File: config.mk
export PLATFORM = sky130hd
export DESIGN_NAME = ac97_top
export DESIGN_NICKNAME = d
export VERILOG_FILES = /design/src/common/ac97_pkg.sv /design/src/ac97_link/ac97_link.sv /design/src/verilog/ac97_codec_cfg.sv /design/src/verilog/ac97_mixer.sv /design/src/verilog/ac97_top.sv
export SDC_FILE = /design/constraint.sdc
export NUM_CORES = 1
export LEC_CHECK = 0
export ABC_AREA = 1
export ABC_CLOCK_PERIOD_IN_PS = 3700
export BUFFER_PORTS_ARGS = -buffer_cell sky130_fd_sc_hd__buf_2
export CAP_MARGIN = 20
export CORE_MARGIN = 3
export CORE_UTILIZATION = 55
export DETAILED_ROUTE_END_ITERATION = 10
export PLACE_DENSITY_LB_ADDON = 0.05
export SYNTH_ARGS = -nofsm -noshare
export SYNTH_HDL_FRONTEND = slang
export SYNTH_SLANG_ARGS = --single-unit
File: constraint.sdc
create_clock -name ac97_bitclk -period 3.7 [get_ports ac97_bitclk]
set_input_delay 0.555 -clock ac97_bitclk [delete_from_list [all_inputs] [get_ports ac97_bitclk]]
set_output_delay 0.555 -clock ac97_bitclk [all_outputs]
set_load 0.05 [all_outputs]
File: src/common/ac97_pkg.sv
// AC'97 controller shared definitions
// Frame geometry, slot words, codec command view and mixer bundles

package ac97_pkg;

	// Frame geometry
	localparam int FRAME_BITS = 256; // Bit clocks per frame
	localparam int SYNC_BITS  = 16;  // Sync high time, strobe cycle included
	localparam int SLOT_BITS  = 20;  // Slots 1..12
	localparam int TAG_BITS   = 16;  // Slot 0

	typedef logic [7:0]           frame_cnt_t; // Bit position inside a frame
	typedef logic [SLOT_BITS-1:0] slot_t;

	// Slot 1 as the codec sees it
	typedef struct packed {
		logic        rd;   // 1 = register read
		logic [6:0]  idx;  // Register index
		logic [11:0] rsvd; // Must stay zero
	} ac97_cmd_t;

	// Written as a command, shifted out as a plain slot word
	typedef union packed {
		ac97_cmd_t cmd;
		slot_t     raw;
	} ac97_slot1_u;

	// Slot contents for one outgoing frame, slot 1 in the top bits
	typedef struct packed {
		ac97_slot1_u slot1; // Command address
		slot_t       slot2; // Command data
		slot_t       slot3; // PCM left
		slot_t       slot4; // PCM right
	} ac97_out_frame_t;

	typedef struct packed {
		logic [3:0] ch1;
		logic [3:0] ch2;
		logic [3:0] ch3;
	} chan_levels_t;

	// Per output side
	typedef struct packed {
		logic ch1;
		logic ch2;
		logic ch3;
	} chan_en_t;

	// Codec mixer registers
	localparam logic [6:0] REG_RESET      = 7'h00;
	localparam logic [6:0] REG_MASTER_VOL = 7'h02;
	localparam logic [6:0] REG_PCM_VOL    = 7'h18;
	localparam logic [6:0] REG_POWER      = 7'h26; // Power down ctrl/status
	localparam logic [6:0] REG_VID0       = 7'h7C;
	localparam logic [6:0] REG_VID1       = 7'h7E;

	localparam logic [15:0] PCM_VOL_0DB = 16'h0808; // Unmuted, 0 dB both sides

endpackage

File: src/ac97_link/ac97_link.sv
// AC'97 serial link on the codec bit clock
// Frame counter, sync and strobe decode, frame register, MSB-first shifter

module ac97_link
	import ac97_pkg::*;
(
	input  logic            ac97_bitclk,
	input  logic            rst,
	input  ac97_out_frame_t frame,
	output logic            strobe,
	output logic            ac97_sync,
	output logic            ac97_reset_b,
	output logic            ac97_sdata_out
);

	// Frame valid, slots 1-4 valid, slots 5-12 invalid, 3 spare bits
	localparam logic [TAG_BITS-1:0] TAG = {1'b1, 4'b1111, 8'b0, 3'b0};
	localparam int PAD_BITS = FRAME_BITS - TAG_BITS - $bits(ac97_out_frame_t);
	localparam frame_cnt_t LAST_BIT = frame_cnt_t'(FRAME_BITS - 1);
	localparam frame_cnt_t SYNC_END = frame_cnt_t'(SYNC_BITS - 1);

	frame_cnt_t            cnt;        // Bit currently on the wire
	logic [0:FRAME_BITS-1] frame_q;    // Index 0 leaves first
	logic [0:FRAME_BITS-1] frame_next;

	// Tag, then slots 1-4, then zeros for slots 5-12
	assign frame_next = {TAG, frame, {PAD_BITS{1'b0}}};

	// Free running, wraps once per frame
	always_ff @(posedge ac97_bitclk) begin
		if (rst)
			cnt <= '0;
		else
			cnt <= cnt + 1'b1;
	end

	// Codec held in reset with the controller
	always_ff @(posedge ac97_bitclk) begin
		if (rst) begin
			ac97_reset_b <= 1'b0;
			frame_q      <= '0; // First frame goes out empty
		end else begin
			ac97_reset_b <= 1'b1;
			if (strobe)
				frame_q <= frame_next; // Same edge the sources step on
		end
	end

	// Last bit of the frame, sources must be stable here
	assign strobe = ac97_reset_b && (cnt == LAST_BIT);

	// Rises in the last bit, falls at the end of the tag
	assign ac97_sync = ac97_reset_b && ((cnt == LAST_BIT) || (cnt < SYNC_END));

	assign ac97_sdata_out = frame_q[cnt];

	// Sync spans exactly SYNC_BITS clocks from each strobe
	property p_sync_window;
		@(posedge ac97_bitclk) disable iff (rst)
		strobe |-> ac97_sync [*SYNC_BITS] ##1 !ac97_sync;
	endproperty
	a_sync_window: assert property (p_sync_window)
		else $error("sync window does not follow strobe");

	// No frame boundary while the link is held in reset
	property p_no_strobe_in_rst;
		@(posedge ac97_bitclk)
		(rst ##1 rst) |-> !strobe;
	endproperty
	a_no_strobe_in_rst: assert property (p_no_strobe_in_rst)
		else $error("strobe during reset");

endmodule

File: src/verilog/ac97_codec_cfg.sv
// Codec configuration sequencer
// One-time volume setup, then an endless poll of status and vendor ID

module ac97_codec_cfg
	import ac97_pkg::*;
(
	input  logic        ac97_bitclk,
	input  logic        rst,
	input  logic        strobe,
	output ac97_slot1_u slot1,
	output slot_t       slot2
);

	localparam logic [2:0] ST_RESET  = 3'd0;
	localparam logic [2:0] ST_MASTER = 3'd1;
	localparam logic [2:0] ST_PCM    = 3'd2;
	localparam logic [2:0] ST_POWER  = 3'd3; // Poll loop starts here
	localparam logic [2:0] ST_VID0   = 3'd4;
	localparam logic [2:0] ST_VID1   = 3'd5;

	logic [2:0]  step;
	logic [2:0]  step_next;
	logic [15:0] wr_data;

	always_comb begin
		slot1     = '0;
		wr_data   = 16'h0000; // Reads carry no data
		step_next = ST_RESET;
		case (step)
			ST_RESET: begin
				slot1.cmd.idx = REG_RESET;
				step_next     = ST_MASTER;
			end
			ST_MASTER: begin
				slot1.cmd.idx = REG_MASTER_VOL; // Unmuted, full scale
				step_next     = ST_PCM;
			end
			ST_PCM: begin
				slot1.cmd.idx = REG_PCM_VOL;
				wr_data       = PCM_VOL_0DB;
				step_next     = ST_POWER;
			end
			ST_POWER: begin
				slot1.cmd.rd  = 1'b1;
				slot1.cmd.idx = REG_POWER;
				step_next     = ST_VID0;
			end
			ST_VID0: begin
				slot1.cmd.rd  = 1'b1;
				slot1.cmd.idx = REG_VID0;
				step_next     = ST_VID1;
			end
			ST_VID1: begin
				slot1.cmd.rd  = 1'b1;
				slot1.cmd.idx = REG_VID1;
				step_next     = ST_POWER; // Back to the poll
			end
			default: step_next = ST_RESET;
		endcase
	end

	assign slot2 = {wr_data, 4'b0000}; // Data sits in the top 16 bits

	// Steps only at frame boundaries
	always_ff @(posedge ac97_bitclk) begin
		if (rst)
			step <= ST_RESET;
		else if (strobe)
			step <= step_next;
	end

	a_step_range: assert property (@(posedge ac97_bitclk) disable iff (rst) step <= ST_VID1)
		else $error("config step out of range");

endmodule

File: src/verilog/ac97_mixer.sv
// Three-channel PCM mixer for one output slot
// Single active channel at full level, several at half level each

module ac97_mixer
	import ac97_pkg::*;
#(
	parameter logic [3:0] VOLUME_SHIFT = 4'd14 // Level to sample scaling
) (
	input  logic         master_en,
	input  chan_en_t     chan_en,
	input  chan_levels_t levels,
	output slot_t        sample
);

	logic [2:0] active;  // ch1 in the top bit
	logic [3:0] ch1_lvl; // Zero unless active
	logic [3:0] ch2_lvl;
	logic [3:0] ch3_lvl;
	logic [5:0] mix_sum; // One spare bit for the range check

	// Enabled and actually producing sound
	assign active = {chan_en.ch1 && (levels.ch1 != 4'd0),
	                 chan_en.ch2 && (levels.ch2 != 4'd0),
	                 chan_en.ch3 && (levels.ch3 != 4'd0)};

	assign ch1_lvl = active[2] ? levels.ch1 : 4'd0;
	assign ch2_lvl = active[1] ? levels.ch2 : 4'd0;
	assign ch3_lvl = active[0] ? levels.ch3 : 4'd0;

	always_comb begin
		if ($onehot(active)) begin
			// Only one nonzero, OR picks it out
			mix_sum = {2'b00, ch1_lvl | ch2_lvl | ch3_lvl};
		end else begin
			// Halves rounded down, no active channel gives zero
			mix_sum = {3'b000, ch1_lvl[3:1]}
			        + {3'b000, ch2_lvl[3:1]}
			        + {3'b000, ch3_lvl[3:1]};
		end
	end

	// Master mute overrides everything
	assign sample = master_en ? (slot_t'(mix_sum) << VOLUME_SHIFT) : '0;

	// Three halves top out at 21, one full level at 15
	always_comb begin
		assert (mix_sum[5] == 1'b0)
			else $error("mixer sum overflows 5 bits");
	end

endmodule

File: src/verilog/ac97_top.sv
// AC'97 controller top level
// Link, codec setup sequencer and left/right PCM mixers on the bit clock

module ac97_top
	import ac97_pkg::*;
#(
	parameter logic [3:0] VOLUME_SHIFT = 4'd14 // Shared by both mixers
) (
	input  logic         ac97_bitclk,
	input  logic         rst,
	input  logic         master_sound_enable,
	input  chan_en_t     so1_en,  // Left side enables
	input  chan_en_t     so2_en,  // Right side enables
	input  chan_levels_t levels,
	output logic         ac97_sdata_out,
	output logic         ac97_sync,
	output logic         ac97_reset_b,
	output logic         strobe
);

	ac97_slot1_u     slot1;       // Command address
	slot_t           slot2;       // Command data
	slot_t           pcm_left;
	slot_t           pcm_right;
	ac97_out_frame_t frame;

	assign frame = '{slot1: slot1, slot2: slot2, slot3: pcm_left, slot4: pcm_right};

	ac97_link u_link (
		.ac97_bitclk    (ac97_bitclk),
		.rst            (rst),
		.frame          (frame),
		.strobe         (strobe),
		.ac97_sync      (ac97_sync),
		.ac97_reset_b   (ac97_reset_b),
		.ac97_sdata_out (ac97_sdata_out)
	);

	ac97_codec_cfg u_cfg (
		.ac97_bitclk (ac97_bitclk),
		.rst         (rst),
		.strobe      (strobe), // Next command per frame
		.slot1       (slot1),
		.slot2       (slot2)
	);

	// Slot 3
	ac97_mixer #(.VOLUME_SHIFT(VOLUME_SHIFT)) mix_left (
		.master_en (master_sound_enable),
		.chan_en   (so1_en),
		.levels    (levels),
		.sample    (pcm_left)
	);

	// Slot 4, same levels with its own enables
	ac97_mixer #(.VOLUME_SHIFT(VOLUME_SHIFT)) mix_right (
		.master_en (master_sound_enable),
		.chan_en   (so2_en),
		.levels    (levels),
		.sample    (pcm_right)
	);

endmodule

Word-level counts from Yosys, hierarchy flattened --
Index checks and enable logic that the tools add are counted.
Cells by class: add/subtract/negate cells 9, reduce and logical (&&, ||, !) cells 15, equality and inequality tests 8, bitwise operators 5, shift operators 0, divide/modulo/power cells 0, multiplexer cells 18, multiply operators 0, $lt $le $gt $ge 2
Operator list (count):
- two-way mux 20 bit | 2
- one-hot mux 7 bit (5 select lines) | 1
- two-way mux 4 bit | 6
- bitwise OR 4 bit | 4
- one-hot mux 3 bit (5 select lines) | 1
- adder 6 x 3 -> 6 bit | 2
- two-way mux 12 bit | 1
- two-way mux 6 bit | 2
- nonzero test 4 bit | 3
- >= comparator 9 bit (second input constant) | 1
- inverter 8 -> 9 bit | 1
- adder 3 x 3 -> 4 bit | 2
- adder 8 x 1 -> 8 bit (second input constant) | 1
- binary-select mux 1 bit (select 8 bit) | 1
- equality test 8 bit (second input constant) | 1
- logical AND 1 bit | 8
- less-than comparator 8 x 4 -> 1 bit (second input constant) | 1
- equality test 3 x 2 -> 1 bit (second input constant) | 2
- equality test 3 bit (second input constant) | 2
- adder 1 x 1 -> 2 bit | 2
- adder 2 x 1 -> 2 bit | 2
- equality test 2 x 1 -> 1 bit (second input constant) | 2
- two-way mux 1 bit | 4
- equality test 3 x 1 -> 1 bit (second input constant) | 1
- 4 further kinds | 4
Storage, ports and cells: bits in read-only memories 0, bits of input ports 21, RAM bits 0, latch bits 0, memories 0, flip-flop bits (word level) 77

Depth between registers and ports, before layout --
Gate-level depths: netlist of run 1.
word-level depth 7, mapped depth 16, gate-level depth less buffers 16

Hierarchy --
A second synthesis of run 1 with hierarchy kept.
Unflattened totals: cells, all modules 823, area, all modules 5482.8 um2
Modules (own cells, without submodules):
- ac97_link | cells an instance 584, sequential area each 1801.7 um2, area an instance 3975.1 um2, times used 1
- ac97_mixer (mix_right) | cells an instance 87, sequential area each 0.0 um2, area an instance 534.3 um2, times used 1
- ac97_mixer (mix_left) | cells an instance 87, sequential area each 0.0 um2, area an instance 531.8 um2, times used 1
- ac97_codec_cfg | cells an instance 65, sequential area each 60.1 um2, area an instance 441.7 um2, times used 1

Least setup slack after synthesis of run 1 --
OpenSTA, ideal clock, no wires.
kind input-to-reg, start point input port levels[5] (netlist bit), end point register u_link.frame_q[60] (netlist bit), arrival 2681 ps, slack 887 ps, stages 12, library setup time 132 ps, buffers on the path 0, required time 3568 ps, path through nor4_1 -> nor2_1 -> inv_1 -> nor2_1 -> ha_1 -> inv_1 -> fa_1 -> inv_1 -> fa_1 -> or2_2 -> nand3_1 -> a21oi_1
Between the ends: word-level cells in the longest chain between the ends 7, elaborated cells between the ends (all ways) 12, those cells by class add/sub: 4; eq/ne: 1; mux: 3; bitwise: 2; reduce/logical: 2
Ends and longest elaborated chain:
- start: declaration | RTL line ac97_top.sv:14 | input chan_levels_t levels,
- nonzero test 4 bit | RTL line ac97_mixer.sv:23 | chan_en.ch2 && (levels.ch2 != 4'd0),
- logical AND 1 bit | RTL line ac97_mixer.sv:23
- two-way mux 4 bit / adder 1 x 1 -> 2 bit (equally long branches) | RTL line ac97_mixer.sv:27, ac97_mixer.sv:31
- adder 3 x 3 -> 4 bit, or another cell as far along | RTL line ac97_mixer.sv:37 | + {3'b000, ch2_lvl[3:1]}
- adder 6 x 3 -> 6 bit, or another cell as far along | RTL line ac97_mixer.sv:38 | + {3'b000, ch3_lvl[3:1]};
- two-way mux 6 bit * | RTL line ac97_mixer.sv:31 | if ($onehot(active)) begin
- two-way mux 20 bit * | RTL line ac97_mixer.sv:43 | assign sample = master_en ? (slot_t'(mix_sum) << VOLUME_SHIFT) : '0;
- end signal: assignment | RTL line ac97_link.sv:45 | frame_q <= frame_next;
- end: declaration | RTL line ac97_link.sv:23 | logic [0:FRAME_BITS-1] frame_q;
Every way passes the cells marked *; elsewhere a longest branch is shown, timed or not. A chain may end at the register's enable or synchronous reset.

Worst setup path in the final report of run 1 --
start point register u_link.cnt[0], end point output port strobe
Between the ends: word-level cells in the longest chain between the ends 2
Ends and longest elaborated chain:
- start: declaration | RTL line ac97_link.sv:22 | frame_cnt_t cnt;
- start signal: assignment | RTL line ac97_link.sv:34 | cnt <= cnt + 1'b1;
- equality test 8 bit | RTL line ac97_link.sv:50 | assign strobe = ac97_reset_b && (cnt == LAST_BIT);
- logical AND 1 bit | RTL line ac97_link.sv:50
- end: declaration | RTL line ac97_top.sv:18 | output logic strobe
No other way between the ends.

==> results.ini, run 1 <==
[run_status]
status=finished clean

[yosys]
ys.flop_type=dfxtp_1
synth_edf_count=0
ys_ff_latch=29
avgSynthCellArea_um2=6.52
synth_nets=408
syn_area_mm2=0.00235
synth_cell_types=35
synth-async-reset-ratio_pct=0
yosysWarnings=0
synth_cells=360
ys_seq_area_share_pct=24.7

[clock_network]
cts_buffer_depth=2
clock-sinks=29
cts_setup_buffers=0
hold_buffers=0
ctsResizeCount=0
cts.clk_slew.worst_paths_ns=0.06
htreeDepth=2
insertion_delay_ns=0.28
cts_root_buf=clkbuf_8
tritoncts=yes
numCtsBuffers=5

[route]
drt-initial-drc-count=116
vias=2246
wl_per_cell_um=11.5
wl_um=4990
ant_nets=0
firstDrtPassIters=4
drc=0
vias_per_cell=5.18

[min_path]
whs_path_depth=2
min_from=u_link.frame_q[60]
hold_class=reg -> reg
hold-path-endpoint=u_link.frame_q[60]

[critical_path]
required_ns=3.14
crit_path_end_kind=output pin
critical_path.reg2reg.startpoint=u_link.cnt[0]
worstSetupStartpointType=flop
slowest_delay_ns=0.60
worstSetupPathType=reg -> out
cp_data_arrival_time_ns=2.28
cpMaxStageDelayCell=dfxtp_1
path_cells=ha_1 > nand2_1 > nor2_2 > nand3_2 > buf_4 > inv_2 > buf_2
reg2reg_depth=9
r2r-end=u_link.frame_q[18]
crit_fanout=16
reg2reg_setup_slack_ns=1.68

[sta]
fin_crit_sh_pct=76.7
fmax_mhz=353
fin_setup_tns_ns=0
drv_slew=0
rsz0062_at_grt=no
setup_viol=0
final_hold_viol_count=0
fin_worst_skew_ns=0.00228
whs_ns=0.471
period_needed_ns=2.84
slew_headroom_pct=69.4
worstMarginPinSlew_ns=0.458
fin_ws_ns=0.863

[power]
cellPowerDensity_mw_per_mm2=280
power_mw=0.719
vdd_drop_max_v=0.000133
p_leak_nw=1.30

[die]
die_width_um=71.3
rows=23
core_area_mm2=0.00406
die-area_mm2=0.00509
dieHeight_um=71.3
start_util_pct=57.8
ioPinCount=25

[global_route]
grt_pass1_wl_um=8740
antenna_found_initial=0
grt_pass1_vias=2119
track_usage_pct=21.3
grt.overflow.total=0
grt_max_degree=18

[finish]
area_delta_synth_final_pct=9.17
antenna_cells=0
finalNetCount=431
final_cell_mix=65 x inv_1, 64 x nand2_1, 48 x nor2_1, 36 x nand3_1, 29 x dfxtp_1
final_cells=434
n_fill_cell=404
final_common_cell=inv_1
drive_gt1_share_pct=10.7

[placed_design]
io_buffers=24
gp_congestion=0.878
dp_slack_ns=0.587
dpl.cell_count=426
hpwl_um=4080

[run]
max_cap_viol_count=0

[layout make-up]
cell class / count / area, um^2 / share of cell area, %
Timing Repair Buffer: 25 / 128 / 4.98
Clock buffer: 6 / 72.6 / 2.83
Tap cell: 50 / 62.6 / 2.44
Inverter: 67 / 251 / 9.81
Sequential cell: 29 / 581 / 22.7
Clock inverter: 2 / 10.0 / 0.391
Multi-Input combinational cell: 255 / 1460 / 56.9
[per-stage QoR]
step                      cell area, um^2  utilization, %
after global placement               2480            61.1
after CTS                            2560            63.2
final                                2560            63.2
after detailed placement             2480            61.1
after floorplan                      2350               -
after global routing                 2560            63.2
[where the power goes]
group          total (mW)  switching [mW]  internal (mW)  leakage [nW]
clock network       0.246           0.117          0.130        0.0450
registers           0.323         0.00758          0.316         0.234
logic               0.149          0.0921         0.0569          1.03
total               0.719           0.216          0.502          1.30
[cell families after synthesis]
logic type	Yosys count	synth area share, %
AOI/OAI and AO/OA	62	14.6
xor gates and xnor gates	2	0.746
adders and majority gates	27	16.3
buffers and inverters	76	13.2
DFF	29	24.7
and+or+nand+nor	164	30.5
[worst max path at each step]
stage | start | end | slack (ns)
floorplan | levels[5] | u_link.frame_q[60] | 0.89
global placement | levels[10] | u_link.frame_q[77] | 0.65
detailed placement | levels[10] | u_link.frame_q[77] | 0.59
CTS | u_link.cnt[0] | strobe | 0.86
global route | levels[5] | u_link.frame_q[77] | 0.67
finish | u_link.cnt[0] | strobe | 0.86
[worst max-delay path: cells and delay by family (launching register included)]
family / cells / cell delay [ns]
and+or+nand+nor: 3 / 0.43
DFF: 1 / 0.60
buffers and inverters: 3 / 0.71
adders and majority gates: 1 / 0.25
[registers in the layout (all words and copies together) (netlist names)]
| name | flops |
|---|---|
| u_cfg.step | 3 |
| u_link.frame_q | 17 |
| u_link.ac97_reset_b | 1 |
| u_link.cnt | 8 |
[cell usage after synthesis (all sizes together), types with 2 or more instances]
cell type / count / share of area (%)
nand4: 3 / 0.80
clkbuf: 3 / 0.53
nand3: 37 / 8.1
buf: 6 / 1.9
nor3b: 2 / 0.64
nand2: 65 / 11
nor2: 50 / 8.2
fa: 6 / 5.1
a21oi: 25 / 5.3
nor4: 3 / 0.80
inv: 66 / 11
o211ai: 3 / 0.96
nor3: 2 / 0.91
o21ai: 28 / 6.0
dfxtp: 29 / 25
ha: 21 / 11
or2: 2 / 0.53
[layer usage]
metal	global-route usage, %	share of wire, %
met1	23.7	45
met2	38.7	49
met3	5.33	5.0
met4	8.14	1.8
met5	0	0
Power figures use the tool's default switching activity.
==> run 2: changes to the inputs <==
ABC_CLOCK_PERIOD_IN_PS = 2600   (was 3700)
CORE_UTILIZATION = 53   (was 55)
clock period = 2.6 ns   (was 3.7 ns; I/O delays follow)
==> results.ini, run 2 (synthesis results as in run 1) <==
[run_status]
status=finished clean

[sta]
setup_viol=0
drv_slew=0
period_needed_ns=2.50
whs_ns=0.430
slew_headroom_pct=70.9
fin_worst_skew_ns=0.00462
fin_setup_tns_ns=0
worstMarginPinSlew_ns=0.436
final_hold_viol_count=0
rsz0062_at_grt=yes
fmax_mhz=399
fin_crit_sh_pct=96.3

[die]
rows=23
core_area_mm2=0.00414
start_util_pct=56.6
die-area_mm2=0.00526
ioPinCount=25
dieHeight_um=72.6
die_width_um=72.6

[placed_design]
gp_congestion=0.933
dpl.cell_count=448
io_buffers=24
hpwl_um=4280

[finish]
utilization_pct=67.6
final_common_cell=nand2_1
largest_register=u_link.frame_q
final_cell_mix=63 x nand2_1, 62 x inv_1, 44 x nor2_1, 36 x nand3_1, 29 x dfxtp_1
top_regs=u_link.frame_q: 17 flops, u_link.cnt: 8 flops, u_cfg.step: 3 flops
area_delta_synth_final_pct=19.3
finalNetCount=454
antenna_cells=0
final_cells=457
drive_gt1_share_pct=19.7
largest_reg_flops=17

[route]
firstDrtPassIters=4
vias=2334
vias_per_cell=5.11
wl_um=5480
ant_nets=0
drc=0
wl_per_cell_um=12.0
drt-initial-drc-count=147

[power]
cellPowerDensity_mw_per_mm2=386
power_mw=1.08
vdd_drop_max_v=0.000312
p_leak_nw=1.42

[clock_network]
cts.clk_slew.worst_paths_ns=0.06
insertion_delay_ns=0.28
numCtsBuffers=5
clock-sinks=29
hold_buffers=0
htreeDepth=2
tritoncts=yes
cts_root_buf=clkbuf_8
cts_buffer_depth=2

[critical_path]
required_ns=2.75
cp-startpoint=levels[9]
worstSetupPathType=in -> reg
critical_path.reg2reg.startpoint=u_link.cnt[1]
crit_fanout=4
r2r-end=u_cfg.step[0]
worstSetupStartpointType=input port
reg2reg_setup_slack_ns=0.69
reg2reg_depth=7
cp_data_arrival_time_ns=2.65
crit_path_end_kind=flop

[global_route]
grt_pass1_wl_um=9610
grt.overflow.total=0
grt_max_degree=18
track_usage_pct=22.9
grt_pass1_vias=2204
antenna_found_initial=0

[min_path]
hold-path-endpoint=u_link.frame_q[77]
min_from=master_sound_enable
hold_class=in -> reg
whs_path_depth=3

[run]
max_cap_viol_count=0

run 2: area by class of cell:
cell class	count	area [um^2]
clock inverter	2	10.0
tap	50	62.6
clock buffer	6	72.6
fill	389	1340
inverter	67	251
sequential	29	581
multi-input combinational	255	1520
timing repair buffer	48	303
run 2: power by group:
part           switching, mW  internal [mW]  leakage, nW
logic                  0.156          0.117         1.14
clock network          0.167          0.185       0.0450
registers            0.00781          0.449        0.234
total                  0.330          0.751         1.42
run 2: routing by layer:
layer  vias up  GRT usage (%)  wire length (um)  part of all wire [%]
li1       1240              -                 -                     -
met1      1051           31.9              2770                    50
met3         8           4.02               190                   3.5
met2        35           36.2              2470                    45
met4         0           6.56                58                   1.1
met5         -              0                 0                     0
run 2: what timing repair did:
| item | 4_1_cts | 5_1_grt |
|---|---|---|
| resized for setup | 1 | 21 |
| setup endpoints to repair | 1 | 5 |
| setup buffers | 0 | 1 |
| pin swaps | 0 | 14 |
run 2: critical path, stage by stage:
cell and delay, ns:
buf_4 0.13, nor4_4 0.34, nor2_2 0.10, inv_2 0.07, nor2_2 0.04, ha_2 0.19, fa_2 0.35, xor2_1 0.15
ha_1 0.36, a21oi_2 0.20, o21ai_2 0.07, nand3_1 0.06, nand3_1 0.07, nand2_1 0.07, a21oi_1 0.05
run 2: stage by stage:
| stage | setup WS (ns) | area [um^2] |
|---|---|---|
| finish | 0.0956 | 2800 |
| global route | -0.0533 | 2800 |
| CTS | 0.0311 | 2750 |
| detailed placement | -0.296 | 2660 |
| global placement | -0.211 | 2660 |
| floorplan | -0.00364 | 2360 |
run 2: worst max path at each step:
stage | endpoint | slack (ns) | depth (start not counted)
after floorplan | u_link.frame_q[60] | -0.004 | 12
after detailed placement | u_link.frame_q[78] | -0.30 | 15
after global placement | u_link.frame_q[77] | -0.21 | 14
after global routing | u_link.frame_q[78] | -0.05 | 15
final | u_link.frame_q[78] | 0.1 | 15
after CTS | u_link.frame_q[78] | 0.03 | 15
